==> config.mk <==
export PLATFORM = sky130hd
export DESIGN_NAME = black_level
export DESIGN_NICKNAME = d
export VERILOG_FILES = /design/src/hw/isp_bayer_pkg.sv /design/src/hw/black_level.sv
export SDC_FILE = /design/constraint.sdc
export NUM_CORES = 1
export LEC_CHECK = 0
export BUFFER_PORTS_ARGS = -buffer_cell sky130_fd_sc_hd__buf_2
export CAP_MARGIN = 20
export CORE_UTILIZATION = 53
export DETAILED_ROUTE_END_ITERATION = 8
export GPL_TIMING_DRIVEN = 0
export PLACE_DENSITY = 0.93
export SLEW_MARGIN = 30
export SYNTH_ARGS = -nofsm -noshare
export SYNTH_HDL_FRONTEND = slang
export SYNTH_SLANG_ARGS = --single-unit
==> constraint.sdc <==
create_clock -name i_pclk -period 4.3 [get_ports i_pclk]
set_input_delay 0.215 -clock i_pclk [delete_from_list [all_inputs] [get_ports i_pclk]]
set_output_delay 0.215 -clock i_pclk [all_outputs]
set_load 0.01 [all_outputs]
==> src/hw/isp_bayer_pkg.sv <==
`default_nettype none

// bayer and rgb sample formats
package isp_bayer_pkg;

	// bits per raw or colour sample
	localparam int P_DEPTH = 10;

	// two samples per clock
	localparam int PW = 2 * P_DEPTH;

	// raw pair from the sensor
	// low half is the left pixel
	typedef logic [PW-1:0] raw_pair_t;

	// one colour channel for two pixels
	// same layout as the raw pair
	typedef logic [PW-1:0] rgb_pair_t;

endpackage

`default_nettype wire

==> src/hw/black_level.sv <==
`timescale 1ns/1ps
`default_nettype none

module black_level
	import isp_bayer_pkg::*;
(
	input  wire logic             i_pclk,
	input  wire logic             i_arstn,
	input  wire logic             i_vsync,
	input  wire logic             i_hsync,
	input  wire logic             i_de,
	input  wire raw_pair_t        i_raw,
	input  wire logic [P_DEPTH-1:0] i_black,
	output logic                  o_vsync,
	output logic                  o_hsync,
	output logic                  o_de,
	output raw_pair_t             o_raw
);

	// subtract the pedestal and stop at zero
	function automatic logic [P_DEPTH-1:0] sub_clamp(
		input logic [P_DEPTH-1:0] val,
		input logic [P_DEPTH-1:0] ped
	);
		logic [P_DEPTH:0] diff;
		diff = {1'b0, val} - {1'b0, ped};
		// borrow out means the sample sat below black
		return diff[P_DEPTH] ? '0 : diff[P_DEPTH-1:0];
	endfunction

	always_ff @(posedge i_pclk)
	begin
		if (!i_arstn)
		begin
			o_vsync <= 1'b0;
			o_hsync <= 1'b0;
			o_de    <= 1'b0;
			o_raw   <= '0;
		end
		else
		begin
			// syncs take the same single cycle as the data
			o_vsync <= i_vsync;
			o_hsync <= i_hsync;
			o_de    <= i_de;
			// blanking is forced to zero
			// the line memories then only ever hold clean pixels
			if (i_de)
			begin
				o_raw[P_DEPTH-1:0]  <= sub_clamp(i_raw[P_DEPTH-1:0], i_black);
				o_raw[PW-1:P_DEPTH] <= sub_clamp(i_raw[PW-1:P_DEPTH], i_black);
			end
			else
			begin
				o_raw <= '0;
			end
		end
	end

endmodule

`default_nettype wire

* Word-level counts from Yosys, hierarchy flattened *
Index checks and enable logic that the tools add are counted.

operators by class
  equality and inequality tests = 0
  add/sub/neg operators = 2
  reduce and logical (&&, ||, !) cells = 2
  multipliers = 0
  shift-type cells = 0
  bitwise gates (word level) = 2
  mux-type cells = 0
  divide/modulo/power cells = 0
  magnitude comparators = 0

operators by type and width
  operator                                        count
  10-bit by 10-bit subtractor with 11-bit output  2
  3-bit OR reduction                              2
  1-bit inverter                                  2

storage, ports and cells
  memories = 0
  ROM bits = 0
  memory bits (writable) = 0
  bits of input ports = 35
  word-level logic and storage cells = 11
  output and inout port bits = 23
  flip-flop bits (word level) = 23
  latch bits = 0

* Longest topological paths before layout *
  depth in word-level cells = 2
  depth in mapped cells = 9
  gate-level depth less buffers = 9

* Worst setup path after synthesis *
Ideal clock, no wire load.

  path kind = in2reg
  start point = input i_raw[10]
  end point = register o_raw[18]
  cell stages on the path = 9
  arrival time = 1849 ps
  slack = 2316 ps
  required time = 4165 ps
  setup time = 135 ps
  path buffers = 0
  cells stage by stage = inv_1 ha_1 inv_1 fa_1 a21oi_4 o22ai_2 or4_4 nand2_4 a2111oi_2

on the way
  cells in the longest elaborated chain, start to end = 2

RTL lines
  what                                                RTL line           source
  start, declared                                     black_level.sv:12  input wire raw_pair_t i_raw,
  10-bit by 10-bit subtractor with 11-bit output (*)  black_level.sv:26  diff = {1'b0, val} - {1'b0, ped};
  3-bit OR reduction (no source line)                 n/a
  end signal, assigned by index                       black_level.sv:50  o_raw[P_DEPTH-1:0] <= sub_clamp(i_raw[P_DEPTH-1:0], i_black);
  end signal, assigned by index                       black_level.sv:51  o_raw[PW-1:P_DEPTH] <= sub_clamp(i_raw[PW-1:P_DEPTH], i_black);
  end, declared                                       black_level.sv:17  output raw_pair_t o_raw

Every way passes the cells marked *; elsewhere a longest branch is shown, timed or not.
A chain may end at the register's enable or synchronous reset.

* Final worst setup path *
Ends and elaborated chain as after synthesis.

==> results.json <==
{
  "status": "finished, final reports clean",
  "total_power_mw": 0.5021,
  "cts_max_path_buffers": 2,
  "max_slew.worst_pin.slew_ps": 390.5,
  "antenna_cells": 0,
  "start_util_pct": 56.64,
  "path_clk_slew_ps": 120,
  "finalCritPeriodShare_pct": 43.87,
  "internal_power_mw": 0.3371,
  "area_growth_pct": 22.24,
  "cts_buffers": 3,
  "ys.flop_type": "dfxtp_1",
  "syn_area_mm2": 0.001575,
  "cts_root_buffer": "clkbuf_4",
  "p_seq_share_pct": 44.4,
  "p_per_area_mw_per_mm2": 260.8,
  "wl_met3_um": 220,
  "fill_cells": 233,
  "synth-seq-cells": 23,
  "ios": 58,
  "antenna_found_initial": 0,
  "peakVddDrop_uv": 204.4,
  "postCtsSetupBuffers": 0,
  "top_layer_used": "met4",
  "design_area_mm2": 0.001926,
  "crit_arrival_ps": 2080,
  "wl_met2_mm": 1.552,
  "track_usage_pct": 21.92,
  "p_sw_mw": 0.1650,
  "hold-path-cell-count": 2,
  "avgSynthCellArea_um2": 8.800,
  "cts_hold_buffers": 0,
  "overflow": 0,
  "die_y_um": 56.52,
  "cts_htree_levels": 1,
  "drt_iter0_drc": 32,
  "layout.area.seq_um2": 460.4,
  "power_frac_clock_pct": 19.8,
  "start_kind": "input port",
  "row_count": 19,
  "grt_max_degree": 13,
  "min_path_type": "in -> reg",
  "swShare_pct": 32.86,
  "numPortBuffers": 57,
  "cts_resized": 0,
  "max_cap_viol_count": 0,
  "preCtsSetupSlack_ps": 2084,
  "drc": 0,
  "slew_viol_final": 0,
  "grt_pass1_vias": 1432,
  "combPwrFrac_pct": 35.8,
  "ys_types": 39,
  "layout.nets": 298,
  "cp.required_ps": 4490,
  "syn_inst": 179,
  "grt_first_pass_wirelength_mm": 5.651,
  "die_w_um": 56.52,
  "wl_met1_mm": 1.425,
  "finalSetupTns_ps": 0,
  "finalWirelength_mm": 3.246,
  "fin_crit_ps": 1886,
  "end_kind": "register",
  "hold_viol": 0,
  "drtPass1Iterations": 4,
  "worst-path-max-fanout": 9,
  "rsz0062_at_grt": "false",
  "leakagePower_nw": 0.9642,
  "setup_viol": 0,
  "ys.warnings.count": 0,
  "place.gp.congestion": 0.8673,
  "dpl_cell_area_mm2": 0.001899,
  "synthArstFlopShare_pct": 0,
  "multiInputGateArea_mm2": 0.001047,
  "synth_nets": 236,
  "yosysSeqAreaShare_pct": 29.23,
  "die-area_mm2": 0.003194,
  "avgViaCountPerCell": 5.376,
  "core_area_mm2": 0.002781,
  "final_util_pct": 69.23,
  "slew_headroom_pct": 73.69,
  "final_layout_size_suffix_gt1_share_pct": 32.08,
  "setup_slack_ps": 2414,
  "wire_per_inst_um": 11.98,
  "synth_edf_count": 0,
  "cts_tree": "done",
  "place_hpwl_mm": 2.664,
  "crit_type": "in -> reg",
  "fmax_ghz": 0.5301,
  "postRouteAntennaNets": 0,
  "clock_sinks": 23,
  "vias": 1457
}
synthesized netlist by cell type, types with 2 or more instances:
master | instances | area (um2)
xnor2_1 | 5 | 43.79
and3_1 | 3 | 18.77
and2_1 | 5 | 31.28
fa_1 | 2 | 40.04
nor2_2 | 6 | 37.54
nor3_1 | 4 | 20.02
nand3_1 | 3 | 15.01
a211oi_1 | 3 | 22.52
nor4_1 | 2 | 12.51
o211ai_1 | 2 | 15.01
o21ai_0 | 9 | 45.04
inv_1 | 18 | 67.56
o21ai_1 | 2 | 10.01
xor2_1 | 5 | 43.79
nand2_1 | 8 | 30.03
a21oi_1 | 13 | 65.06
o22ai_1 | 2 | 12.51
a21oi_4 | 2 | 32.53
nand2b_1 | 5 | 31.28
nor3_2 | 2 | 20.02
ha_1 | 20 | 250.2
dfxtp_1 | 23 | 460.4
o31a_1 | 2 | 17.52
o21a_1 | 2 | 15.01
a2111oi_2 | 2 | 30.03
nor2_1 | 16 | 60.06
sequential cells by signal (all words and copies together) (netlist names):
| register | flops |
|---|---|
| o_de | 1 |
| o_hsync | 1 |
| o_raw | 20 |
| o_vsync | 1 |
cell usage in the layout, fill, tap and decap left out, types with 2 or more instances in the layout:
master / synthesis / final
a21oi_1: 13 / 13
fa_1: 2 / 2
a211oi_1: 3 / 3
a21oi_4: 2 / 2
buf_2: 0 / 57
nor3_1: 4 / 4
nand2b_1: 5 / 5
clkbuf_4: 0 / 3
xnor2_1: 5 / 5
nor2_2: 6 / 6
ha_1: 20 / 20
and2_1: 5 / 5
o22ai_1: 2 / 2
o21ai_1: 2 / 2
o211ai_1: 2 / 2
and3_1: 3 / 3
a2111oi_2: 2 / 2
nand2_1: 8 / 8
o21ai_0: 9 / 9
nand3_1: 3 / 3
xor2_1: 5 / 5
dfxtp_1: 23 / 23
nor3_2: 2 / 2
o31a_1: 2 / 2
nor2_1: 16 / 16
inv_1: 18 / 18
o21a_1: 2 / 2
nor4_1: 2 / 2
cells by family (layout without fill, tap and decap cells):
kind of cell	after synthesis	after routing	share of synthesized area [%]
simple gates	60	60	20.65
flops	23	23	29.23
buf+inv	18	79	4.289
xor+xnor	10	10	5.560
compound gates	46	46	21.84
fa+ha+maj	22	22	18.43
layer usage:
layer | global-route usage, % | vias up
li1 | - | 753
met1 | 25.61 | 650
met2 | 39.16 | 49
met3 | 4.839 | 5
met4 | 7.317 | 0
met5 | 0 | -
area by class of cell:
cell class / count / area share, %
timing repair buffer: 57 / 14.81
inverter: 18 / 3.509
clock buffer: 4 / 1.365
multi-input combinational: 138 / 54.39
sequential: 23 / 23.91
tap: 31 / 2.014
critical path, stage by stage:
cell,delay (ps)
buf_2,90
inv_1,40
ha_1,150
inv_1,50
fa_1,440
a21oi_4,200
o22ai_2,120
or4_4,510
nand2_4,170
a2111oi_2,70
power groups by stage:
stage               combinational [mW]  clock, mW  sequential, mW
finish                           0.180     0.0993           0.223
global route                     0.203      0.112           0.224
CTS                              0.180      0.102           0.223
detailed placement               0.179          0           0.228
global placement                 0.174          0           0.228
floorplan                        0.127          0           0.233
metrics by stage:
stage	hold WS, ps	std cells
floorplan	336.7	179
global placement	430.8	267
detailed placement	433.8	267
CTS	111.8	271
global route	106.0	271
finish	113.1	271
path summary, 6_finish.rpt:
| kind | start | end | slack, ps |
|---|---|---|---|
| max | i_raw[10] | o_raw[18]$_SDFF_PP0_ | 2410 |
| min | i_hsync | o_hsync$_SDFF_PN0_ | 110 |
(Power assumes the default switching activity.)
