==> src/hw/isp_video_pkg.sv <==
`default_nettype none

// video timing sizes shared by the line memories and counters
package isp_video_pkg;

	// pairs held by one line memory
	// 512 pairs give lines of up to 1024 pixels
	localparam int MAX_PAIRS = 512;

	// pair column counter
	// one bit wider than the memory address
	localparam int X_CNT_WIDTH = 10;

	// line counter inside a frame
	localparam int Y_CNT_WIDTH = 11;

	// chained line delays
	// stage 0 gives the centre row and stage 1 the top row
	localparam int N_LINE_DELAYS = 2;

endpackage

`default_nettype wire

==> src/hw/isp_bayer_pkg.sv <==
`default_nettype none

// bayer and rgb sample formats
package isp_bayer_pkg;

	// bits per raw or colour sample
	localparam int P_DEPTH = 10;

	// two samples per clock
	localparam int PW = 2 * P_DEPTH;

	// raw pair from the sensor
	// low half is the left pixel
	typedef logic [PW-1:0] raw_pair_t;

	// one colour channel for two pixels
	// same layout as the raw pair
	typedef logic [PW-1:0] rgb_pair_t;

endpackage

`default_nettype wire

==> src/hw/raw_to_rgb.sv <==
`timescale 1ns/1ps
`default_nettype none

module raw_to_rgb
	import isp_bayer_pkg::*, isp_video_pkg::*;
(
	input  wire logic             i_pclk,
	input  wire logic             i_arstn,
	input  wire logic             i_vsync,
	input  wire logic             i_hsync,
	input  wire logic             i_de,
	input  wire raw_pair_t        i_p_11,
	input  wire raw_pair_t        i_p_00,
	input  wire raw_pair_t        i_p_01,
	output logic                  o_vsync,
	output logic                  o_hsync,
	output logic                  o_de,
	output logic [X_CNT_WIDTH-1:0] o_cnt,
	output rgb_pair_t             o_r,
	output rgb_pair_t             o_g,
	output rgb_pair_t             o_b
);

	// half of a plus half of b
	function automatic logic [P_DEPTH-1:0] avg2(
		input logic [P_DEPTH-1:0] a,
		input logic [P_DEPTH-1:0] b
	);
		return (a >> 1) + (b >> 1);
	endfunction

	// average of two pair averages
	function automatic logic [P_DEPTH-1:0] avg4(
		input logic [P_DEPTH-1:0] a,
		input logic [P_DEPTH-1:0] b,
		input logic [P_DEPTH-1:0] c,
		input logic [P_DEPTH-1:0] d
	);
		return avg2(avg2(a, b), avg2(c, d));
	endfunction

	// counters and sync delays
	logic [X_CNT_WIDTH-1:0] r_x_cnt;
	logic [X_CNT_WIDTH-1:0] r_x_cnt_1p;
	logic [Y_CNT_WIDTH-1:0] r_y_cnt;
	logic r_vsync_1p;
	logic r_hsync_1p;
	logic r_de_1p;

	// right column straight from the inputs after row selection
	raw_pair_t w_r_11;
	raw_pair_t w_r_00;
	raw_pair_t w_r_01;

	// centre column one cycle old
	raw_pair_t r_c_11;
	raw_pair_t r_c_00;
	raw_pair_t r_c_01;

	// left column keeps only its right pixel
	// that pixel is the only one the 3x3 window touches
	logic [P_DEPTH-1:0] r_l_11;
	logic [P_DEPTH-1:0] r_l_00;
	logic [P_DEPTH-1:0] r_l_01;

	// window pixels
	// t m b for top centre bottom rows, l1 c0 c1 r0 for columns
	logic [P_DEPTH-1:0] t_l1, t_c0, t_c1, t_r0;
	logic [P_DEPTH-1:0] m_l1, m_c0, m_c1, m_r0;
	logic [P_DEPTH-1:0] b_l1, b_c0, b_c1, b_r0;

	// row selection at the frame top
	// blanking reads as zero so the last pair sees a black right neighbour
	always_comb
	begin
		w_r_01 = i_de ? i_p_01 : '0;
		if (!i_de)
		begin
			w_r_11 = '0;
			w_r_00 = '0;
		end
		else if (r_y_cnt == '0)
		begin
			// line 0 stands in for both rows above
			w_r_11 = i_p_01;
			w_r_00 = i_p_01;
		end
		else if (r_y_cnt == Y_CNT_WIDTH'(1))
		begin
			w_r_11 = i_p_00;
			w_r_00 = i_p_00;
		end
		else
		begin
			w_r_11 = i_p_11;
			w_r_00 = i_p_00;
		end
	end

	assign t_l1 = r_l_11;
	assign t_c0 = r_c_11[P_DEPTH-1:0];
	assign t_c1 = r_c_11[PW-1:P_DEPTH];
	assign t_r0 = w_r_11[P_DEPTH-1:0];
	assign m_l1 = r_l_00;
	assign m_c0 = r_c_00[P_DEPTH-1:0];
	assign m_c1 = r_c_00[PW-1:P_DEPTH];
	assign m_r0 = w_r_00[P_DEPTH-1:0];
	assign b_l1 = r_l_01;
	assign b_c0 = r_c_01[P_DEPTH-1:0];
	assign b_c1 = r_c_01[PW-1:P_DEPTH];
	assign b_r0 = w_r_01[P_DEPTH-1:0];

	// window shift
	// cleared in blanking so column 0 finds a zero left neighbour
	always_ff @(posedge i_pclk)
	begin
		if (i_de)
		begin
			r_c_11 <= w_r_11;
			r_c_00 <= w_r_00;
			r_c_01 <= w_r_01;
			r_l_11 <= t_c1;
			r_l_00 <= m_c1;
			r_l_01 <= b_c1;
		end
		else
		begin
			// last pair of the line still sits in the centre
			// it is consumed this cycle and may be dropped at the edge
			r_c_11 <= '0;
			r_c_00 <= '0;
			r_c_01 <= '0;
			r_l_11 <= '0;
			r_l_00 <= '0;
			r_l_01 <= '0;
		end
	end

	// counters and syncs
	always_ff @(posedge i_pclk)
	begin
		if (!i_arstn)
		begin
			r_x_cnt    <= '0;
			r_x_cnt_1p <= '0;
			o_cnt      <= '0;
			r_y_cnt    <= '0;
			r_vsync_1p <= 1'b0;
			r_hsync_1p <= 1'b0;
			r_de_1p    <= 1'b0;
			o_vsync    <= 1'b0;
			o_hsync    <= 1'b0;
			o_de       <= 1'b0;
		end
		else
		begin
			r_vsync_1p <= i_vsync;
			r_hsync_1p <= i_hsync;
			r_de_1p    <= i_de;
			o_vsync    <= r_vsync_1p;
			o_hsync    <= r_hsync_1p;
			o_de       <= r_de_1p;
			r_x_cnt_1p <= r_x_cnt;
			o_cnt      <= r_x_cnt_1p;
			if (i_de)
			begin
				r_x_cnt <= r_x_cnt + 1'b1;
			end
			else
			begin
				r_x_cnt <= '0;
			end
			// frame start wins over line end
			if (!i_vsync && r_vsync_1p)
			begin
				r_y_cnt <= '0;
			end
			else if (!i_de && r_de_1p)
			begin
				r_y_cnt <= r_y_cnt + 1'b1;
			end
		end
	end

	// interpolation of the centre pair
	always_ff @(posedge i_pclk)
	begin
		if (!i_arstn)
		begin
			o_r <= '0;
			o_g <= '0;
			o_b <= '0;
		end
		else if (!r_de_1p)
		begin
			o_r <= '0;
			o_g <= '0;
			o_b <= '0;
		end
		else if (!r_y_cnt[0])
		begin
			// even line G R
			// left pixel is G with R beside it and B above and below
			o_r[P_DEPTH-1:0] <= avg2(m_l1, m_c1);
			o_g[P_DEPTH-1:0] <= m_c0;
			o_b[P_DEPTH-1:0] <= avg2(t_c0, b_c0);
			// right pixel is R with B on the diagonals
			o_r[PW-1:P_DEPTH] <= m_c1;
			o_g[PW-1:P_DEPTH] <= avg4(m_r0, m_c0, t_c1, b_c1);
			o_b[PW-1:P_DEPTH] <= avg4(t_r0, b_c0, b_r0, t_c0);
		end
		else
		begin
			// odd line B G
			// left pixel is B with R on the diagonals
			o_r[P_DEPTH-1:0] <= avg4(t_c1, b_l1, b_c1, t_l1);
			o_g[P_DEPTH-1:0] <= avg4(t_c0, b_c0, m_c1, m_l1);
			o_b[P_DEPTH-1:0] <= m_c0;
			// right pixel is G with R above and below and B beside it
			o_r[PW-1:P_DEPTH] <= avg2(t_c1, b_c1);
			o_g[PW-1:P_DEPTH] <= m_c1;
			o_b[PW-1:P_DEPTH] <= avg2(m_r0, m_c0);
		end
	end

endmodule

`default_nettype wire

==> config.mk <==
export PLATFORM = sky130hd
export DESIGN_NAME = raw_to_rgb
export DESIGN_NICKNAME = d
export VERILOG_FILES = /design/src/hw/isp_video_pkg.sv /design/src/hw/isp_bayer_pkg.sv /design/src/hw/raw_to_rgb.sv
export SDC_FILE = /design/constraint.sdc
export NUM_CORES = 1
export LEC_CHECK = 0
export BUFFER_PORTS_ARGS = -buffer_cell sky130_fd_sc_hd__buf_4
export CAP_MARGIN = 20
export CORE_MARGIN = 5
export CORE_UTILIZATION = 55
export CTS_BUF_LIST = sky130_fd_sc_hd__clkbuf_4 sky130_fd_sc_hd__clkbuf_8
export DETAILED_ROUTE_END_ITERATION = 8
export PLACE_DENSITY = 0.84
export SYNTH_ARGS = -nofsm -noshare
export SYNTH_HDL_FRONTEND = slang
export SYNTH_SLANG_ARGS = --single-unit
==> constraint.sdc <==
create_clock -name i_pclk -period 4.3 [get_ports i_pclk]
set_input_delay 1.29 -clock i_pclk [delete_from_list [all_inputs] [get_ports i_pclk]]
set_output_delay 1.29 -clock i_pclk [all_outputs]
set_load 0.01 [all_outputs]
Word level (Yosys, flattened, before mapping)
Cells that the tools add are included.
{ "word_totals": {"regBits": 197, "input_bits": 65} }
{ "classes": {"add_sub_neg": 14, "eq_ne": 1, "n_mux": 9, "bitwise": 1, "reduce_logical": 8} }
{ "op_table": {"columns": ["op", "n"], "rows": [
  ["adder 9 x 9 -> 10 bit", 12],
  ["two-way mux 20 bit", 6],
  ["two-way mux 10 bit", 3],
  ["adder 11 x 1 -> 11 bit, second input constant", 1],
  ["== test 11 x 1 -> 1 bit, second input constant", 1],
  ["logical NOT 11 bit", 1],
  ["adder 10 x 1 -> 10 bit, second input constant", 1],
  ["AND reduction 2 bit", 2],
  ["logical AND 1 bit", 2],
  ["logical NOT 1 bit", 2],
  ["OR reduction 2 bit", 1],
  ["inverter 1 bit", 1]
]} }

Longest topological paths before layout
Gate-level depths: netlist of run 1.
{ "depth": {"ltp_word": 7, "mapped_depth": 23, "ltp_nobuf": 19} }

Worst setup path before layout of run 1
Ideal clock, no wire load.
{ "synth_timing": {"path_kind": "reg-to-reg", "start": "register r_y_cnt[0]", "end": "register o_g[19]", "setup_time_ps": 146, "arrival_time_ps": 4346, "required_time_ps": 4154, "setup_slack_ps": -191, "stages_incl_launch_ff": 20, "n_path_buf": 4, "period_less_slack_ps": 4491, "path_cell_list": "dfxtp_1 clkbuf_1 inv_1 clkbuf_1 clkbuf_1 ha_1 nand2_1 clkbuf_1 nand2_1 a21boi_0 ha_1 nor2b_1 or4_1 a21oi_1 xnor2_1 ha_1 or3_1 o211a_1 a2111oi_0 a2111oi_0"} }
{ "synth_between": {"elab_chain_cells": 6} }
{ "synth_rtl": {"columns": ["item", "line", "source"], "rows": [
  ["from (decl)", "raw_to_rgb.sv:45", "logic [Y_CNT_WIDTH-1:0] r_y_cnt;"],
  ["from (signal assigned)", "raw_to_rgb.sv:180", "r_y_cnt <= r_y_cnt + 1'b1;"],
  ["logical NOT 11 bit", "raw_to_rgb.sv:82", "else if (r_y_cnt == '0)"],
  ["two-way mux 20 bit", "raw_to_rgb.sv:82", null],
  ["two-way mux 10 bit", "raw_to_rgb.sv:77", "if (!i_de)"],
  ["net w_r_00[3]", "raw_to_rgb.sv:52", "raw_pair_t w_r_00;"],
  ["adder 9 x 9 -> 10 bit (2 in series)", "raw_to_rgb.sv:29", "return (a >> 1) + (b >> 1);"],
  ["two-way mux 20 bit", "raw_to_rgb.sv:200", "else if (!r_y_cnt[0])"],
  ["to (signal, indexed assignment)", "raw_to_rgb.sv:205", "o_g[P_DEPTH-1:0] <= m_c0;"],
  ["to (signal, indexed assignment)", "raw_to_rgb.sv:209", "o_g[PW-1:P_DEPTH] <= avg4(m_r0, m_c0, t_c1, b_c1);"],
  ["to (signal, indexed assignment)", "raw_to_rgb.sv:217", "o_g[P_DEPTH-1:0] <= avg4(t_c0, b_c0, m_c1, m_l1);"],
  ["to (decl)", "raw_to_rgb.sv:20", "output rgb_pair_t o_g,"]
]} }
The timed path passes the listed nets, and every way through them passes these cells.
A chain may end at the register's enable or synchronous reset.

Worst setup path after layout of run 1
{ "layout_timing": {"start": "register r_y_cnt[7]", "end": "register o_g[19]"} }
The elaborated chain is that of the path after synthesis.

==> impl_metrics.env, run 1 <==
export IMPL_wl_met3_mm=2.21
export IMPL_layout_setup_ws_ns=-0.0759
export IMPL_min_delay_start="r_x_cnt_1p[5]"
export IMPL_grt_use_total_pct=24.7
export IMPL_portBuffers=135
export IMPL_clk_latency_ns=0.49
export IMPL_finalHoldViolCount=0
export IMPL_min_path_type="reg2reg"
export IMPL_async_flop_share_pct=0
export IMPL_antenna_cells=0
export IMPL_dp_cells=1646
export IMPL_clk_pin_slew_worst_paths_ns=0.11
export IMPL_gp_congestion=0.877
export IMPL_cts_buffers=17
export IMPL_drv_cap=0
export IMPL_yosysWarningCount=0
export IMPL_vias_per_cell=5.69
export IMPL_maxSlewHeadroom_pct=40.2
export IMPL_ir_worst_vdd_mv=0.266
export IMPL_whs_ns=0.430
export IMPL_clock_sinks=190
export IMPL_drive_gt1_share_pct=26.9
export IMPL_p_per_area_mw_per_mm2=350
export IMPL_grt_pass1_wl_mm=44.6
export IMPL_pwr_share_clk_pct=26.5
export IMPL_violations="negative setup slack"
export IMPL_ys_seq_area_share_pct=35.7
export IMPL_ios=138
export IMPL_outcome="finished, violations left"
export IMPL_ys_flop_type="dfxtp_1"
export IMPL_nFillCells=1337
export IMPL_antenna_found_initial=0
export IMPL_rr_startpoint="r_y_cnt[7]"
export IMPL_grt_max_degree=70
export IMPL_grt_ovfl_total=0
export IMPL_cp_arrival_ns=4.71
export IMPL_power_static_leakage_nw=6.30
export IMPL_syn_avg_cell_area_um2=8.83
export IMPL_hold_buffers=0
export IMPL_max_freq_mhz=229
export IMPL_core_area_mm2=0.0189
export IMPL_cp_start_kind="flop"
export IMPL_routedWlPerCell_um=17.7
export IMPL_routed_wl_mm=30.1
export IMPL_regArea_mm2=0.00381
export IMPL_min_period_ns=4.38
export IMPL_synth_cells=1205
export IMPL_num_nets_final=1614
export IMPL_synth_cell_area_mm2=0.0106
export IMPL_wl_met2_mm=14.1
export IMPL_drc=0
export IMPL_critPathCaptureType="flop"
export IMPL_p_switching_mw=1.62
export IMPL_multi_input_area_mm2=0.00711
export IMPL_ant_nets=0
export IMPL_top_layer_used="met4"
export IMPL_path_max_fanout=6
export IMPL_cts_htree_levels=4
export IMPL_die_y_um=149
export IMPL_dieArea_mm2=0.0222
export IMPL_syn_num_nets=1390
export IMPL_first_global_vias=9057
export IMPL_wl_met1_mm=12.6
export IMPL_rows=50
export IMPL_vias=9676
export IMPL_skew_ns=0.0162
export IMPL_initial_core_util_pct=56.3
export IMPL_critical_path_required_ns=4.63
export IMPL_post_route_period_util_pct=102
export IMPL_combPwrFrac_pct=34.1
export IMPL_p_seq_share_pct=39.4
export IMPL_setup_viol=3
export IMPL_final_cell_count_no_fill=1702
export IMPL_root_buffer="clkbuf_8"
export IMPL_cts_tree="done"
export IMPL_firstDrtPassIters=5
export IMPL_fin_total_pwr_mw=4.81
export IMPL_synth_edff_count=0
export IMPL_grt_setup_unrepaired="true"
export IMPL_p_int_mw=3.18
export IMPL_sw_frac_of_total_pct=33.8
export IMPL_dr_first_iter_drc_count=618
export IMPL_path_class="reg2reg"
export IMPL_ys_ff_latch=190
export IMPL_synth_distinct_cells=55
export IMPL_maxSlewViolCount=0
export IMPL_dp_hpwl_mm=20.5
export IMPL_clock_path_buffers=2
export IMPL_crit_start="r_y_cnt[7]"
export IMPL_max_slew_worst_pin_slew_ns=0.897
export IMPL_dieWidth_um=149
export IMPL_area_delta_synth_final_pct=29.2
[metal layers]
metal	up-vias	GRT usage (%)
met4	0	7.32
met1	4574	32.2
met5	-	0
met3	85	6.68
li1	4657	-
met2	360	40.4
[synth_stat cells (4+ instances only)]
library cell | instances | area, um^2
o21bai_1 | 6 | 45.0
a21boi_0 | 29 | 218
o41ai_1 | 6 | 52.6
mux2i_1 | 43 | 430
a31o_2 | 5 | 43.8
a21oi_1 | 96 | 480
fa_1 | 12 | 240
a21o_1 | 11 | 82.6
nand2_1 | 82 | 308
or2_2 | 4 | 25.0
nand4_1 | 6 | 37.5
o21a_1 | 8 | 60.1
and3_1 | 10 | 62.6
inv_1 | 36 | 135
nor2b_1 | 25 | 156
dfxtp_1 | 190 | 3800
nand2b_1 | 7 | 43.8
o31ai_1 | 4 | 30.0
o211ai_1 | 7 | 52.6
nor2_1 | 119 | 447
or3_1 | 11 | 68.8
xnor2_1 | 64 | 561
or4_1 | 6 | 45.0
buf_1 | 7 | 26.3
nand3_1 | 19 | 95.1
a211oi_1 | 12 | 90.1
o21ai_0 | 65 | 325
clkbuf_1 | 34 | 128
o311ai_0 | 4 | 35.0
and2_1 | 83 | 519
xor2_1 | 25 | 219
a31oi_1 | 5 | 31.3
nor3_1 | 24 | 120
ha_1 | 108 | 1350
[power groups by stage]
| stage | clock (mW) | combinational [mW] | sequential [mW] |
|---|---|---|---|
| finish | 1.27 | 1.64 | 1.89 |
| detailed placement | 0 | 1.34 | 1.93 |
| global route | 1.38 | 1.77 | 1.90 |
| global placement | 0 | 1.29 | 1.93 |
| CTS | 1.28 | 1.42 | 1.89 |
| floorplan | 0 | 0.883 | 1.93 |
[logic make-up (layout without fill, tap and decap cells)]
family                   count (synthesis)  in the layout  share of synthesized area, %
buffers and inverters                   79            315                          2.81
XOR/XNOR                                89             89                          7.32
AND/OR/NAND/NOR                        407            408                          19.0
AO/OA/AOI/OAI                          277            277                          16.1
multiplexers                            43             43                          4.04
adder cells (fa/ha/maj)                120            120                          15.0
flip-flops                             190            190                          35.7
[critical path, cell delays in order, from the launching register on]
cell       delay [ns]
dfxtp_2          0.33
or4_4            0.54
nor3_4           0.25
buf_6            0.18
nand2_8          0.09
buf_12           0.16
buf_4            0.15
nand2_2          0.10
a21boi_1         0.09
ha_1             0.33
o21ai_2          0.08
buf_4            0.14
a21oi_2          0.12
o21ai_2          0.11
xnor2_2          0.22
ha_2             0.32
or2_2            0.32
o211a_1          0.19
a2111oi_4        0.39
a2111oi_2        0.09
[stage by stage]
stage / area [um^2] / util (%) / setup WS (ns) / setup TNS (ns)
2_1_floorplan: 10700 / - / -0.0401 / -0.0401
3_3_place_gp: 12500 / 66.3 / -0.269 / -1.10
3_5_place_dp: 12500 / 66.3 / -0.415 / -2.42
4_1_cts: 13100 / 69.6 / 0.00359 / 0
5_1_grt: 13700 / 72.8 / -0.147 / -0.809
6_report: 13700 / 72.8 / -0.0759 / -0.0936
[repair_timing]
action | 4_1_cts | 5_1_grt
setup endpoints to repair | 9 | 11
cloned | 0 | 2
buffers inserted | 8 | 14
pin swaps | 21 | 65
gates resized for setup | 38 | 110
[state kept, by name (all words and copies together), names as in the netlist, 9 cells and up]
signal,flops
o_cnt,10
r_y_cnt,11
o_b,20
o_g,20
r_x_cnt_1p,10
r_c_00,20
m_l1,9
r_c_11,18
r_l_11,9
o_r,20
r_x_cnt,10
b_l1,9
r_c_01,18
[layout make-up]
class | count | share of cell area (%)
multi-input cells | 937 | 51.8
flip-flops and latches | 190 | 27.7
repair buffers | 247 | 14.1
well taps | 260 | 2.37
clock buffers | 17 | 1.70
clock inverters | 15 | 1.41
inverters | 36 | 0.983
[cells in the final DEF (no fill, tap or decap), types with 10 or more instances in the layout]
cell type	count
a21oi_1	86
nor3_1	22
dfxtp_1	187
a21o_1	11
nor2_1	112
ha_1	96
buf_4	236
o21ai_0	50
mux2i_1	39
inv_1	35
nand3_1	19
xor2_1	25
nor2b_1	20
or3_1	10
fa_1	10
and2_1	81
nand2_1	71
and3_1	10
clkbuf_8	17
xnor2_1	58
a21boi_0	23
[final timing paths]
| check | cells past startpoint | slack, ns | end |
|---|---|---|---|
| setup / recovery | 19 | -0.08 | o_g[19] |
| hold / removal | 1 | 0.43 | o_cnt[5] |
| setup reg to reg | 19 | -0.08 | o_g[19] |
| hold reg to reg | 1 | 0.43 | o_cnt[5] |
(Power assumes the default switching activity.)
==> run 2, diff against run 1 <==
Settings changed: ABC_AREA from default to 1.
==> run 2 against run 1 <==
Effect of this change: the flow now finishes without violations; core utilization decreased by 6.7 points; highest routed layer unchanged; clock power decreased by 4%; cell count increased by 13%; sequential share of layout area increased by 1.9 points; critical endpoint is now o_b[18]; synthesized cell count increased by 23%; first-iteration DRC count increased by 36%; power decreased by 4.9%.
==> impl_metrics.env, run 2 <==
export IMPL_outcome="complete, no violations"
export IMPL_ys_ff_latch=190
export IMPL_rows=51
export IMPL_synth_distinct_cells=48
export IMPL_synthMuxAreaShare_pct=0.138
export IMPL_synth_edff_count=0
export IMPL_grt_max_degree=67
export IMPL_clock_path_buffers=2
export IMPL_ys_flop_type="dfxtp_1"
export IMPL_core_area_mm2=0.0195
export IMPL_skew_ns=0.0165
export IMPL_synth_compound_area_share_pct=14.9
export IMPL_whs_ns=0.430
export IMPL_drv_cap=0
export IMPL_p_seq_share_pct=41.8
export IMPL_min_period_ns=4.02
export IMPL_p_switching_mw=1.62
export IMPL_dr_first_iter_drc_count=838
export IMPL_gp_congestion=0.940
export IMPL_synth_top_family_by_area="simple AND/OR/NAND/NOR gates"
export IMPL_clk_pin_slew_worst_paths_ns=0.11
export IMPL_syn_avg_cell_area_um2=7.35
export IMPL_async_flop_share_pct=0
export IMPL_fin_total_pwr_mw=4.57
export IMPL_dieArea_mm2=0.0227
export IMPL_max_freq_mhz=249
export IMPL_maxSlewHeadroom_pct=48.1
export IMPL_clock_sinks=190
export IMPL_cp_start_kind="flop"
export IMPL_combPwrFrac_pct=31.5
export IMPL_synth_adder_area_share_pct=14.6
export IMPL_ys_seq_area_share_pct=35.0
export IMPL_num_nets_final=1833
export IMPL_antenna_cells=0
export IMPL_layout_common_cells="nand2_1, inv_1, dfxtp_1, buf_4, a21oi_1"
export IMPL_grt_use_total_pct=25.0
export IMPL_min_path_type="reg2reg"
export IMPL_ios=138
export IMPL_cts_htree_levels=4
export IMPL_dp_hpwl_mm=22.1
export IMPL_synthSimpleGateAreaFrac_pct=18.6
export IMPL_synth_cells=1478
export IMPL_p_per_area_mw_per_mm2=355
export IMPL_syn_num_nets=1663
export IMPL_finalHoldViolCount=0
export IMPL_portBuffers=135
export IMPL_pwr_share_clk_pct=26.7
export IMPL_stdcell_area_mm2=0.0129
export IMPL_setup_viol=0
export IMPL_maxSlewViolCount=0
export IMPL_grt_ovfl_total=0
export IMPL_routed_wl_mm=28.0
export IMPL_cp_arrival_ns=4.40
export IMPL_yosysWarningCount=0
export IMPL_routedWlPerCell_um=14.6
export IMPL_synth_cell_area_mm2=0.0109
export IMPL_power_static_leakage_nw=7.26
export IMPL_die_y_um=151
export IMPL_vias=9899
export IMPL_area_delta_synth_final_pct=18.3
export IMPL_max_slew_worst_pin_slew_ns=0.778
export IMPL_placed_area_mm2=0.0124
export IMPL_ir_worst_vdd_mv=0.243
export IMPL_cts_buffers=17
export IMPL_grt_pass1_wl_mm=45.0
export IMPL_initial_core_util_pct=55.8
export IMPL_ant_nets=0
export IMPL_synthTopCellsByArea="dfxtp_1, ha_1, nand2_1"
export IMPL_synth_xor_area_share_pct=5.80
export IMPL_drc=0
export IMPL_p_int_mw=2.95
export IMPL_sw_frac_of_total_pct=35.4
export IMPL_root_buffer="clkbuf_8"
export IMPL_post_cts_buffers=0
export IMPL_grt_setup_unrepaired="false"
export IMPL_synth_most_common_cell="nand2_1"
export IMPL_critical_path_required_ns=4.68
export IMPL_firstDrtPassIters=5
export IMPL_clk_latency_ns=0.49
export IMPL_synth_common_cells="nand2_1, inv_1, dfxtp_1"
export IMPL_synth_top_area_cell="dfxtp_1"
export IMPL_cts_tree="done"
export IMPL_fin_util_pct=66.0
export IMPL_antenna_found_initial=0
export IMPL_critPathCaptureType="flop"
export IMPL_vias_per_cell=5.14
export IMPL_tns_ns=0
export IMPL_path_max_fanout=13
export IMPL_drive_gt1_share_pct=14.6
export IMPL_synth_top_area_share_pct=35.0
export IMPL_post_route_period_util_pct=93.5
export IMPL_first_global_vias=9394
export IMPL_dieWidth_um=151
export IMPL_layout_commonest_cell="nand2_1"
export IMPL_path_class="reg2reg"
[run 2: cell types whose count changed after synthesis, sizes merged, moves of 23 or more]
cell,delta
a21oi,+41
xnor2,-46
inv,+244
o21ai,+46
and2,-82
nand3,+23
a21boi,-28
xor2,+29
nor2,-32
nor2b,-25
mux2i,-43
nand2,+233
[run 2: kinds of logic after synthesis]
logic type      count (synthesis)
mux                             1
buf+inv                       315
compound gates                296
fa+ha+maj                     120
simple gates                  484
xor+xnor                       72
flops                         190
[run 2: critical path: stages, from the launching register on]
cell and delay, ns:
dfxtp_1 0.34, inv_1 0.10, ha_1 0.15, inv_1 0.04, nor2_1 0.18, nand2_2 0.15, buf_4 0.21, o21ai_0 0.23
nand2_1 0.11, nand2_1 0.09, ha_1 0.26, a21oi_1 0.14, o21ai_0 0.10, buf_4 0.15, buf_4 0.13, nand2_1 0.05
o311ai_0 0.16, xor2_1 0.19, ha_1 0.37, nand2_1 0.08, nand2_1 0.05, a31oi_1 0.15, nand2_1 0.08, xnor2_1 0.14
a21oi_1 0.25
[run 2: stage by stage]
stage                     worst slack (ns)  cells
after floorplan                      0.203   1478
after global placement             -0.0631   1894
after detailed placement            -0.110   1894
after CTS                            0.259   1926
after global routing               0.00892   1926
final                                0.281   1926
[run 2: final timing paths]
kind / from / to / slack [ns] / cells past startpoint
setup / recovery: r_y_cnt[1] / o_b[18] / 0.28 / 24
hold / removal: r_x_cnt_1p[1] / o_cnt[1] / 0.43 / 2
setup reg to reg: r_y_cnt[1] / o_b[18] / 0.28 / 24
hold reg to reg: r_x_cnt_1p[1] / o_cnt[1] / 0.43 / 2
[run 2: repair_timing]
item                                    4_1_cts  5_1_grt
hold buffers                                  0        0
resized for setup                             0        2
endpoints found under the setup margin        0        3
endpoints found under the hold margin         0        0
[run 2: power groups by stage]
stage | sequential (mW) | clock (mW) | combinational, mW
4_1_cts | 1.91 | 1.22 | 1.43
6_report | 1.91 | 1.22 | 1.44
3_3_place_gp | 1.95 | 0 | 1.37
2_1_floorplan | 1.95 | 0 | 0.960
5_1_grt | 1.92 | 1.30 | 1.62
3_5_place_dp | 1.95 | 0 | 1.41
[run 2: cell type report]
class                      instances  area [um^2]
sequential                       190         3800
fill                            1616         6610
tap                              265          332
clock inverter                    15          170
multi-input combinational        973         5870
inverter                         281         1050
timing repair buffer             185         1390
clock buffer                      17          234
[run 2: layer usage]
metal  global-route usage, %  wire (um)
met5                       0          0
met4                    8.28        695
met3                    6.62       2330
met2                    41.2      12900
met1                    31.9      12100
==> run 3, diff against run 2 <==
Settings changed: CELL_PAD_IN_SITES_DETAIL_PLACEMENT from default to 2, CELL_PAD_IN_SITES_GLOBAL_PLACEMENT from default to 2, CORE_UTILIZATION 55 to 31, PLACE_DENSITY 0.84 to 0.83.
==> run 3 against run 2 <==
Effect of this change: clock skew decreased by 0.0012 ns; cell area increased by 4.4%; critical endpoint is now o_g[15]; critical path depth unchanged; setup slack got worse by 0.15 ns; worst hold slack got worse by 0.018 ns; critical path type unchanged; sequential share of layout area decreased by 1.2 points; die area increased by 72%; routed wire length increased by 43%; maximum frequency decreased by 3.6%; via count increased by 4.9%; first-iteration DRC count decreased by 59%.
==> impl_metrics.env, run 3 (synthesis gave the netlist of run 2 again) <==
export IMPL_drc=0
export IMPL_clk_latency_ns=0.51
export IMPL_cts_htree_levels=4
export IMPL_max_slew_worst_pin_slew_ns=0.832
export IMPL_cp_start_kind="flop"
export IMPL_dieWidth_um=197
export IMPL_portBuffers=135
export IMPL_whs_ns=0.412
export IMPL_layout_commonest_cell="nand2_1"
export IMPL_ios=138
export IMPL_fin_util_pct=38.8
export IMPL_clk_pin_slew_worst_paths_ns=0.11
export IMPL_cts_buffers=17
export IMPL_clock_sinks=190
export IMPL_ir_worst_vdd_mv=0.229
export IMPL_first_global_vias=11900
export IMPL_cp_arrival_ns=4.57
export IMPL_critPathMaxStageDelay_ns=0.41
export IMPL_maxSlewViolCount=0
export IMPL_drive_gt1_share_pct=16.9
export IMPL_maxSlewHeadroom_pct=44.5
export IMPL_max_freq_mhz=240
export IMPL_dr_first_iter_drc_count=347
export IMPL_fin_total_pwr_mw=4.81
export IMPL_initial_core_util_pct=31.5
export IMPL_min_period_ns=4.17
export IMPL_post_route_period_util_pct=96.9
export IMPL_setup_viol=0
export IMPL_grt_use_total_pct=20.2
export IMPL_path_class="reg2reg"
export IMPL_skew_ns=0.0152
export IMPL_ant_nets=0
export IMPL_grt_ovfl_total=0
export IMPL_r2r_slack_ns=0.13
export IMPL_critical_path_slowest_cell="o21ai_0"
export IMPL_root_buffer="clkbuf_8"
export IMPL_core_area_mm2=0.0345
export IMPL_vias_per_cell=4.82
export IMPL_crit_end="o_g[15]"
export IMPL_dieArea_mm2=0.0389
export IMPL_crit_start="r_y_cnt[1]"
export IMPL_critical_path_required_ns=4.70
export IMPL_rr_startpoint="r_y_cnt[1]"
export IMPL_dp_cells=2116
export IMPL_area_delta_synth_final_pct=23.5
export IMPL_antenna_found_initial=0
export IMPL_final_cell_count_no_fill=2154
export IMPL_routedWlPerCell_um=18.6
export IMPL_grt_pass1_wl_mm=62.6
export IMPL_grt_max_degree=67
export IMPL_dp_hpwl_mm=31.8
export IMPL_vias=10400
export IMPL_hold_buffers=0
export IMPL_nFillCells=4128
export IMPL_p_per_area_mw_per_mm2=359
export IMPL_r2r_end="o_g[15]"
export IMPL_rows=68
export IMPL_clock_path_buffers=2
export IMPL_drv_cap=0
export IMPL_crit_top_cell="nand2_1"
export IMPL_gp_congestion=0.873
export IMPL_critPathCaptureType="flop"
export IMPL_min_path_type="reg2reg"
export IMPL_num_nets_final=1871
export IMPL_cts_tree="done"
export IMPL_reg2reg_depth=24
export IMPL_worstPathCellList="inv_1 -> ha_1 -> inv_1 -> nor2_2 -> nand2_4 -> nand2_4 -> buf_4 -> o21ai_0 -> ha_1 -> a21oi_1 -> nand2_1 -> nand2_1 -> nand2_1 -> nand2_1 -> nand2_1 -> xor2_1 -> ha_1 -> a21o_1 -> a21oi_1 -> buf_4 -> xnor2_1 -> o21ai_0 -> buf_4 -> inv_1"
export IMPL_routed_wl_mm=40.0
export IMPL_finalHoldViolCount=0
export IMPL_layout_common_cells="nand2_1, inv_1, buf_4, dfxtp_1, a21oi_1"
export IMPL_outcome="complete, no violations"
export IMPL_firstDrtPassIters=5
export IMPL_antenna_cells=0
export IMPL_power_static_leakage_nw=7.45
export IMPL_path_max_fanout=14
export IMPL_die_y_um=197
-- run 3: cell types whose count changed in the layout (fill, tap and decap cells not counted), moves of 2 or more --
cell        previous run  this run
nor2_2                 2         4
inv_6                  6         4
clkinv_4               1         3
buf_4                185       222
clkinvlp_4             1         3
nor2_1                84        82
a21oi_1              136       134
o21ai_0              106       103
o21ai_1                4         7
-- run 3: report_power, final --
group          internal [mW]  switching, mW
combinational          0.697          0.956
sequential              1.85         0.0698
clock                  0.495          0.744
total                   3.04           1.77
-- run 3: routing by layer --
layer  global-route usage [%]  routed length (um)  up-vias
li1                         -                   -     5105
met1                     24.6               17500     5086
met2                     36.7               20300      157
met3                     3.50                1480       37
met4                     5.80                 694        0
met5                        0                   0        -
-- run 3: worst min-delay path by stage --
stage / from / to / slack (ns) / depth (start not counted)
6_report: r_x_cnt_1p[6] / o_cnt[6] / 0.41 / 2
5_1_grt: r_x_cnt_1p[4] / o_cnt[4] / 0.46 / 2
4_1_cts: r_x_cnt_1p[6] / o_cnt[6] / 0.42 / 2
3_5_place_dp: r_hsync_1p / o_hsync / 0.41 / 2
3_3_place_gp: r_hsync_1p / o_hsync / 0.40 / 2
2_1_floorplan: r_x_cnt_1p[0] / o_cnt[0] / 0.39 / 2
-- run 3: metrics by stage --
stage,cell area (um^2),setup WS [ns],TNS [ns]
after floorplan,10900,0.203,0
after global placement,12900,-0.0947,-0.164
after detailed placement,12900,-0.272,-1.39
after CTS,13300,0.00569,0
after global routing,13400,-0.0380,-0.0502
final,13400,0.133,0
-- run 3: area by class of cell --
type | count | area, um^2 | share of cell area, %
clock buffer | 18 | 248 | 1.85
clock inverter | 14 | 150 | 1.12
inverter | 281 | 1060 | 7.89
multi-input combinational | 973 | 5900 | 44.0
sequential | 190 | 3800 | 28.4
tap | 455 | 569 | 4.24
timing repair buffer | 223 | 1690 | 12.6
-- run 3: repair_timing --
action / CTS / global route
buffers inserted: 0 / 6
resized for setup: 1 / 12
pin swaps: 0 / 2
setup endpoints to repair: 1 / 11
endpoints found under the hold margin: 0 / 0
-- run 3: worst max-delay path, delay by kind of cell, from the launching register on --
kind,cells,cell delay (ns)
AO/OA/AOI/OAI,5,1.17
adder cells (fa/ha/maj),3,0.87
buffers and inverters,6,0.73
AND/OR/NAND/NOR,8,0.65
flip-flops,1,0.40
XOR/XNOR,2,0.24
